<file path="src/verilog/cache_pkg.sv">
package cache_pkg;

    // Address and storage geometry
    localparam int ADDR_W   = 32;
    localparam int WORD_W   = 32;
    localparam int LINE_W   = 128;   // 16 bytes per line
    localparam int TAG_W    = 20;
    localparam int INDEX_W  = 8;
    localparam int OFFSET_W = 4;
    localparam int LINES    = 256;   // 4 KB total

    // Byte address from the processor
    typedef logic [ADDR_W-1:0] addr_t;

    // One processor word
    typedef logic [WORD_W-1:0] word_t;

    // One full cache line, also the memory transfer unit
    typedef logic [LINE_W-1:0] line_t;

    // Upper address bits kept per line
    typedef logic [TAG_W-1:0] tag_t;

    // Line index, address bits 11 to 4
    typedef logic [INDEX_W-1:0] index_t;

    // Bits 3 to 2 of the address select the word inside a line

    // Controller sequencing
    typedef enum logic [2:0] {
        IDLE,         // Waiting for an access or a flush
        COMPARE,      // Tag lookup
        WRITEBACK,    // Dirty victim goes out to memory
        REFILL,       // Line fetch from memory
        RESPOND,      // Word read or write, ready pulse
        FLUSH_SCAN,   // Look at one line of the flush walk
        FLUSH_WB,     // Dirty flush line goes out to memory
        FLUSH_DONE    // Done pulse
    } ctrl_state_t;

endpackage

</file>
<file path="src/verilog/cache_cmd_if.sv">
`timescale 1ns/10ps

interface cache_cmd_if;

    // Strobes from the controller, at most one per cycle
    logic wr_en;         // Store the processor word, mark line dirty
    logic rd_en;         // Drive the selected word to the processor
    logic mem_wr;        // Write-back accepted by memory, clear dirty bit
    logic mem_rd;        // Load returned line and tag, set valid
    logic flush_step;    // Start or advance the flush walk
    logic flush_clear;   // End of walk, invalidate everything

    // Status from the datapath
    logic hit;
    logic dirty;         // Flush line while walking, else the request line
    logic flush_last;    // Walk sits on the final index

    modport ctrl (
        output wr_en, rd_en, mem_wr, mem_rd, flush_step, flush_clear,
        input  hit, dirty, flush_last
    );

    modport dp (
        input  wr_en, rd_en, mem_wr, mem_rd, flush_step, flush_clear,
        output hit, dirty, flush_last
    );

endinterface

</file>
<file path="src/verilog/cache_controller.sv">
`timescale 1ns/10ps

module cache_controller
    import cache_pkg::*;
(
    input  logic       clk,
    input  logic       rst,
    cache_cmd_if.ctrl  cmd,
    input  logic       cpu_req_i,
    input  logic       cpu_we_i,
    input  logic       flush_req_i,
    input  logic       mem_ack_i,
    output logic       cpu_ready_o,
    output logic       flush_done_o,
    output logic       mem_req_o,
    output logic       mem_we_o
);

    ctrl_state_t state_q;
    ctrl_state_t state_d;

    always_ff @(posedge clk or negedge rst)
    begin
        if (!rst)
            state_q <= IDLE;
        else
            state_q <= state_d;
    end

    always_comb
    begin
        state_d         = state_q;
        cmd.wr_en       = 1'b0;
        cmd.rd_en       = 1'b0;
        cmd.mem_wr      = 1'b0;
        cmd.mem_rd      = 1'b0;
        cmd.flush_step  = 1'b0;
        cmd.flush_clear = 1'b0;

        case (state_q)
            IDLE:
            begin
                // Flush wins, it is only a one-cycle pulse while the
                // processor keeps its request held
                if (flush_req_i)
                begin
                    cmd.flush_step = 1'b1;   // Walk begins at line 0
                    state_d        = FLUSH_SCAN;
                end
                else if (cpu_req_i)
                begin
                    state_d = COMPARE;
                end
            end

            COMPARE:
            begin
                if (cmd.hit)
                    state_d = RESPOND;
                else if (cmd.dirty)
                    state_d = WRITEBACK;   // Victim first
                else
                    state_d = REFILL;
            end

            WRITEBACK:
            begin
                if (mem_ack_i)
                begin
                    cmd.mem_wr = 1'b1;
                    state_d    = COMPARE;  // Line now clean, lookup again
                end
            end

            REFILL:
            begin
                if (mem_ack_i)
                begin
                    cmd.mem_rd = 1'b1;     // Data valid with the ack
                    state_d    = RESPOND;
                end
            end

            RESPOND:
            begin
                // Write merge lands at the end of the ready cycle
                if (cpu_we_i)
                    cmd.wr_en = 1'b1;
                else
                    cmd.rd_en = 1'b1;
                state_d = IDLE;
            end

            FLUSH_SCAN:
            begin
                if (cmd.dirty)
                begin
                    state_d = FLUSH_WB;
                end
                else if (cmd.flush_last)
                begin
                    cmd.flush_clear = 1'b1;
                    state_d         = FLUSH_DONE;
                end
                else
                begin
                    cmd.flush_step = 1'b1;   // Next index, stay here
                end
            end

            FLUSH_WB:
            begin
                if (mem_ack_i)
                begin
                    cmd.mem_wr = 1'b1;
                    state_d    = FLUSH_SCAN; // Rescan sees it clean
                end
            end

            FLUSH_DONE:
                state_d = IDLE;

            default:
                state_d = IDLE;
        endcase
    end

    assign cpu_ready_o  = (state_q == RESPOND);
    assign flush_done_o = (state_q == FLUSH_DONE);

    // Request level held for the whole memory phase
    assign mem_req_o = (state_q == WRITEBACK) || (state_q == REFILL) ||
                       (state_q == FLUSH_WB);
    assign mem_we_o  = (state_q == WRITEBACK) || (state_q == FLUSH_WB);

endmodule

</file>
<file path="src/flat_wrapper.sv">
// flat-port wrapper written by rule: the top's interface ports become plain ports
module cache_controller_flat import cache_pkg::*;
  (clk, rst, cpu_req_i, cpu_we_i, flush_req_i, mem_ack_i, cpu_ready_o, flush_done_o, mem_req_o, mem_we_o, cmd_wr_en, cmd_rd_en, cmd_mem_wr, cmd_mem_rd, cmd_flush_step, cmd_flush_clear, cmd_hit, cmd_dirty, cmd_flush_last);
  cache_cmd_if cmd_i ();
  input  logic clk;
  input  logic rst;
  input  logic cpu_req_i;
  input  logic cpu_we_i;
  input  logic flush_req_i;
  input  logic mem_ack_i;
  output logic cpu_ready_o;
  output logic flush_done_o;
  output logic mem_req_o;
  output logic mem_we_o;
  output wire logic [$bits(cmd_i.wr_en)-1:0] cmd_wr_en;
  output wire logic [$bits(cmd_i.rd_en)-1:0] cmd_rd_en;
  output wire logic [$bits(cmd_i.mem_wr)-1:0] cmd_mem_wr;
  output wire logic [$bits(cmd_i.mem_rd)-1:0] cmd_mem_rd;
  output wire logic [$bits(cmd_i.flush_step)-1:0] cmd_flush_step;
  output wire logic [$bits(cmd_i.flush_clear)-1:0] cmd_flush_clear;
  input wire logic [$bits(cmd_i.hit)-1:0] cmd_hit;
  input wire logic [$bits(cmd_i.dirty)-1:0] cmd_dirty;
  input wire logic [$bits(cmd_i.flush_last)-1:0] cmd_flush_last;
  assign cmd_wr_en = cmd_i.wr_en;
  assign cmd_rd_en = cmd_i.rd_en;
  assign cmd_mem_wr = cmd_i.mem_wr;
  assign cmd_mem_rd = cmd_i.mem_rd;
  assign cmd_flush_step = cmd_i.flush_step;
  assign cmd_flush_clear = cmd_i.flush_clear;
  assign cmd_i.hit = cmd_hit;
  assign cmd_i.dirty = cmd_dirty;
  assign cmd_i.flush_last = cmd_flush_last;
  cache_controller u_core (.clk(clk), .rst(rst), .cmd(cmd_i), .cpu_req_i(cpu_req_i), .cpu_we_i(cpu_we_i), .flush_req_i(flush_req_i), .mem_ack_i(mem_ack_i), .cpu_ready_o(cpu_ready_o), .flush_done_o(flush_done_o), .mem_req_o(mem_req_o), .mem_we_o(mem_we_o));
endmodule
</file>
<file path="config.mk">
export PLATFORM = sky130hd
export DESIGN_NAME = cache_controller_flat
export DESIGN_NICKNAME = d
export VERILOG_FILES = /design/src/verilog/cache_pkg.sv /design/src/verilog/cache_cmd_if.sv /design/src/verilog/cache_controller.sv /design/src/flat_wrapper.sv
export SDC_FILE = /design/constraint.sdc
export NUM_CORES = 1
export LEC_CHECK = 0
export ABC_AREA = 0
export BUFFER_PORTS_ARGS = -buffer_cell sky130_fd_sc_hd__buf_2
export CAP_MARGIN = 20
export CORE_AREA = 2 2 39 41
export CTS_CLUSTER_DIAMETER = 200
export DETAILED_ROUTE_END_ITERATION = 16
export DIE_AREA = 0 0 41 43
export SETUP_SLACK_MARGIN = 0.05
export SYNTH_ARGS = -nofsm -noshare
export SYNTH_HDL_FRONTEND = slang
export SYNTH_SLANG_ARGS = --single-unit
</file>
<file path="constraint.sdc">
create_clock -name clk -period 1.85 [get_ports clk]
set_clock_uncertainty 0.05 [all_clocks]
set_input_delay 0.185 -clock clk [delete_from_list [all_inputs] [get_ports clk]]
set_output_delay 0.185 -clock clk [all_outputs]
set_load 0.005 [all_outputs]
</file>
; ---- Word-level counts from Yosys, hierarchy flattened
; Index checks and enable logic that the tools add are counted.
[word_totals]
ff_bits = 3
inputBits = 9
out_inout_bits = 10
wordCells = 44
[classes]
n_eq_ne = 12
muxes = 24
reduce_logical = 7
[op_table]
columns = op, count
row1 = two-way mux 3 bit, 8
row2 = one-hot mux 3 bit (7 select lines), 1
row3 = two-way mux 1 bit, 14
row4 = == test 3 bit (second input constant), 4
row5 = == test 3 x 2 -> 1 bit (second input constant), 2
row6 = inequality test 2 bit (second input constant), 3
row7 = inequality test 3 bit (second input constant), 2
row8 = AND reduction 5 bit, 1
row9 = OR reduction 2 bit, 2
row10 = == test 3 x 1 -> 1 bit (second input constant), 1
row11 = logical NOT 3 bit, 1
row12 = logical OR 1 bit, 3
row13 = one-hot mux 1 bit (2 select lines), 1

; ---- Depth between registers and ports, before layout
[depth]
depth_word = 3
mapped_depth = 4
mapped_depth_nobuf = 3

; ---- Worst setup path after synthesis
; Ideal clock, no wire load.
[synth_timing]
path_type = flip-flop to flip-flop
start = register u_core.state_q[2]
end = register u_core.state_q[0]
setup_time_ps = 127
arrival_ps = 922
required_ps = 1673
path_slack_ps = 751
path_stages_with_launch = 5
n_path_buf = 1
synth_period_minus_slack_ps = 1099
path_cell_list = dfrtp_1 buf_6 nor4_2 o21ba_1 a31oi_1
[synth_via]
elab_chain_cells = 3
elab_cells_between_ends = 16
cone_classes = eq/ne (12) / mux (1) / reduce/logical (3)
[synth_rtl]
columns = item, line_no
row1 = start: declaration, cache_controller.sv:19  ; ctrl_state_t state_q;
row2 = start signal: assignment, cache_controller.sv:27  ; state_q <= state_d;
row3 = == test 3 bit (tied with other cells), cache_controller.sv:40  ; case (state_q)
row4 = OR reduction 2 bit (no source line) (tied with other cells), n/a
row5 = one-hot mux 3 bit (7 select lines) / AND reduction 5 bit (equally long branches), n/a
; Parallel ways exist; a longest one is shown, timed or not.
; A chain may end at the register's enable or synchronous reset.

; ---- Worst setup path in the final report
[layout_timing]
start = register u_core.state_q[2]
end = output cmd_flush_step
[layout_via]
elab_chain_cells = 2
elab_cells_between_ends = 3
cone_classes = eq/ne (1) / mux (1) / reduce/logical (1)
[layout_rtl]
columns = item, line_no
row1 = == test 3 bit / logical NOT 3 bit (equally long branches), cache_controller.sv:40
row2 = one-hot mux 1 bit (2 select lines) (*), cache_controller.sv:40
row3 = end: declaration, flat_wrapper.sv:19  ; output wire logic [$bits(cmd_i.flush_step)-1:0] cmd_flush_step;
; Mark *: on every way between the ends. The rest lies on a longest branch, timed or not.

==> key figures <==
Layout
  – Max reg flops: 3
  – Layout area overhead: 38.8%
  – # nets final: 72
  – Fillers: 161
  – Post-layout util: 33.0%
  – Diode count: 0
  – Layout cells sized above 1: 45.2%
  – Top reg by flops: u_core.state_q
  – Fin cells: 78
  – Biggest regs: u_core.state_q: 3 flops

STA
  – Unrepaired setup endpoints after global routing: no
  – Tightest Pin Transition: 368 ps
  – Final hold violation count: 0
  – Max-slew violation count: 0
  – Hold WS: 224 ps
  – Final setup fails: 0
  – Final min period: 1570 ps
  – Final setup TNS: 0 ps
  – Final period util: 84.9%
  – Relative slew margins: 75.4%
  – Fmax: 637 MHz

Clock tree
  – Worst-path clk slew: 40 ps
  – Inserted Clock Buffers: 3
  – H-tree depth: 1
  – Sink count of the clock tree: 3
  – CTS tree: done
  – Max clock buf depth: 2
  – CTS Root Cell: clkbuf_4
  – Post-CTS Repair Setup Buffers: 0
  – Clk_lat worst skew: 240 ps

Worst setup path
  – Crit end category: primary output
  – Worst R2R Start: u_core.state_q[1]
  – Crit path launch: u_core.state_q[2]
  – WS Path Type: register to primary output
  – Worst r2r path cells: 3
  – Worst reg2reg path endpoint: u_core.state_q[0]
  – FF-to-FF setup slack: 650 ps
  – Worst-path fanout max: 13
  – CP Launch Type: register
  – Worst EP required: 1620 ps
  – Critical Path AT: 1340 ps

Synthesis
  – EDFF count, synth: 0
  – Fraction of the yosys area taken by sequential cells: 22.8%
  – Synthesized netlist cell count: 41
  – Post-Syn Area per Cell: 8.03 um^2
  – Top_reg_cell synth: dfrtp_1
  – Yosys top cell by area: dfrtp_1
  – Synth Warn #: 0
  – Unique masters post-synth: 26
  – Commonest cells in the netlist: 7 x nor2_1, 3 x dfrtp_1, 3 x nand2b_1
  – Most instantiated library cell after synthesis: nor2_1
  – Asr flop ratio synth: 100%
  – Post-synth net total: 50
  – Synthesized flop and latch total: 3
  – Largest cells by area after synthesis: dfrtp_1 23%, nor2_1 8.0%, buf_6 6.8%
  – Top cell type's share of synthesized area: 22.8%
  – Cell Area, Synth: 329 um^2

Power
  – Peak VDD IR: 0.426 mV
  – Gate power share: 54.9%
  – Seq pwr share: 27.2%
  – Clock Power Share: 17.9%
  – Leakage: 0.226 nW
  – Pwr dens: 1440 nW/um^2
  – Internal power: 0.371 mW
  – Net switching power: 0.287 mW
  – Switch share: 43.6%

Detailed routing
  – Routed Antenna Nets: 0
  – Wire length per cell: 10.1 um
  – Post-Route WL: 787 um
  – Via count: 358
  – DR pass1 iterations: 3
  – Drt drc: 0
  – Drt first-iter violations: 7
  – Vias/cell: 4.59

Die
  – Initial core utilization: 23.8%
  – Die H: 43 um
  – Core ar.: 1380 um^2
  – Die footprint: 1760 um^2
  – Chip width: 41 um
  – Boundary pin count: 19
  – Row cnt: 14

GRT
  – Largest net degree at the start of global routing: 14
  – Met1 GRT Util: 11.9%
  – GRT Total Usage: 10.8%
  – Antenna violations before repair: 0
  – Grt peak-use layer: met2
  – Vias in the first global route: 263
  – Met2 usage: 14.4%
  – GR Util met3: 6.28%
  – First-pass GRT wire length: 1190 um
  – GR Overflow Total: 0

Outcome
  – Status: finished, final reports clean

Place
  – GPL Wtd Cong: 0.731
  – Placed instance count: 73
  – Port bufs: 18

Job
  – Max Cap Viol: 0

Hold path
  – HP Class: input pin to asynchronous set/reset pin
[layout by cell type, fill, tap and decap left out, drive strengths merged]
master and instances:
a211oi 1, a21oi 1, a31oi 2, a32o 1, and2 1, buf 19
clkbuf 4, dfrtp 3, dlygate4sd3 1, inv 1, mux2i 1, nand2 3
nand2b 4, nand3 1, nand3b 1, nor2 7, nor2b 1, nor3 2
nor3b 2, nor4 1, o21ai 3, o21ba 1, o32a 1
[repair_timing]
item	CTS	global route
endpoints found under the hold margin	3	0
setup endpoints to repair	0	1
hold buffers	1	0
gates resized for setup	0	1
[per-stage QoR]
stage | power, mW | setup WS (ps) | area (um^2)
2_1_floorplan | 0.451 | 751 | 329
3_3_place_gp | 0.531 | 434 | 419
3_5_place_dp | 0.539 | 402 | 419
4_1_cts | 0.668 | 137 | 455
5_1_grt | 0.732 | 158 | 457
6_report | 0.658 | 280 | 457
[per-layer routing]
metal | part of all wire (%) | vias up
li1 | - | 188
met1 | 43 | 156
met2 | 48 | 12
met3 | 7.9 | 2
met4 | 1.0 | 0
met5 | 0 | -
[worst max-delay path, cell delays in order (launching register included)]
cell,delay (ps)
dfrtp_2,490
nand2_2,130
o32a_1,290
nor2_1,80
buf_2,110
[power by group through the flow]
stage / logic [mW] / clock network (mW) / registers (mW)
floorplan: 0.325 / 0 / 0.126
detailed placement: 0.363 / 0 / 0.176
global placement: 0.358 / 0 / 0.173
finish: 0.362 / 0.118 / 0.179
global route: 0.408 / 0.136 / 0.188
CTS: 0.367 / 0.125 / 0.176
[area by class of cell]
class | instances | area (um^2) | area share [%]
Timing Repair Buffer | 20 | 108 | 23.6
Multi-Input combinational cell | 34 | 223 | 48.8
Inverter | 1 | 3.75 | 0.822
Clock buffer | 4 | 26.3 | 5.75
Sequential cell | 3 | 76.3 | 16.7
Tap cell | 16 | 20.0 | 4.38
[kinds of logic (layout without fill, tap and decap cells)]
family | Yosys count | after routing | synth area share [%]
DFF | 3 | 3 | 22.8
and+or+nand+nor | 23 | 23 | 43.4
buffers and inverters | 4 | 25 | 9.50
muxes | 1 | 1 | 3.04
AOI/OAI and AO/OA | 10 | 10 | 21.3
[how the worst max path moves through the flow]
stage / cells past startpoint / slack (ps) / end
after CTS: 4 / 140 / cmd_flush_step
after global placement: 4 / 430 / cmd_flush_step
after floorplan: 4 / 750 / u_core.state_q[0]
final: 4 / 280 / cmd_flush_step
after detailed placement: 4 / 400 / cmd_flush_step
after global routing: 4 / 160 / cmd_wr_en
(Power assumes the default switching activity.)
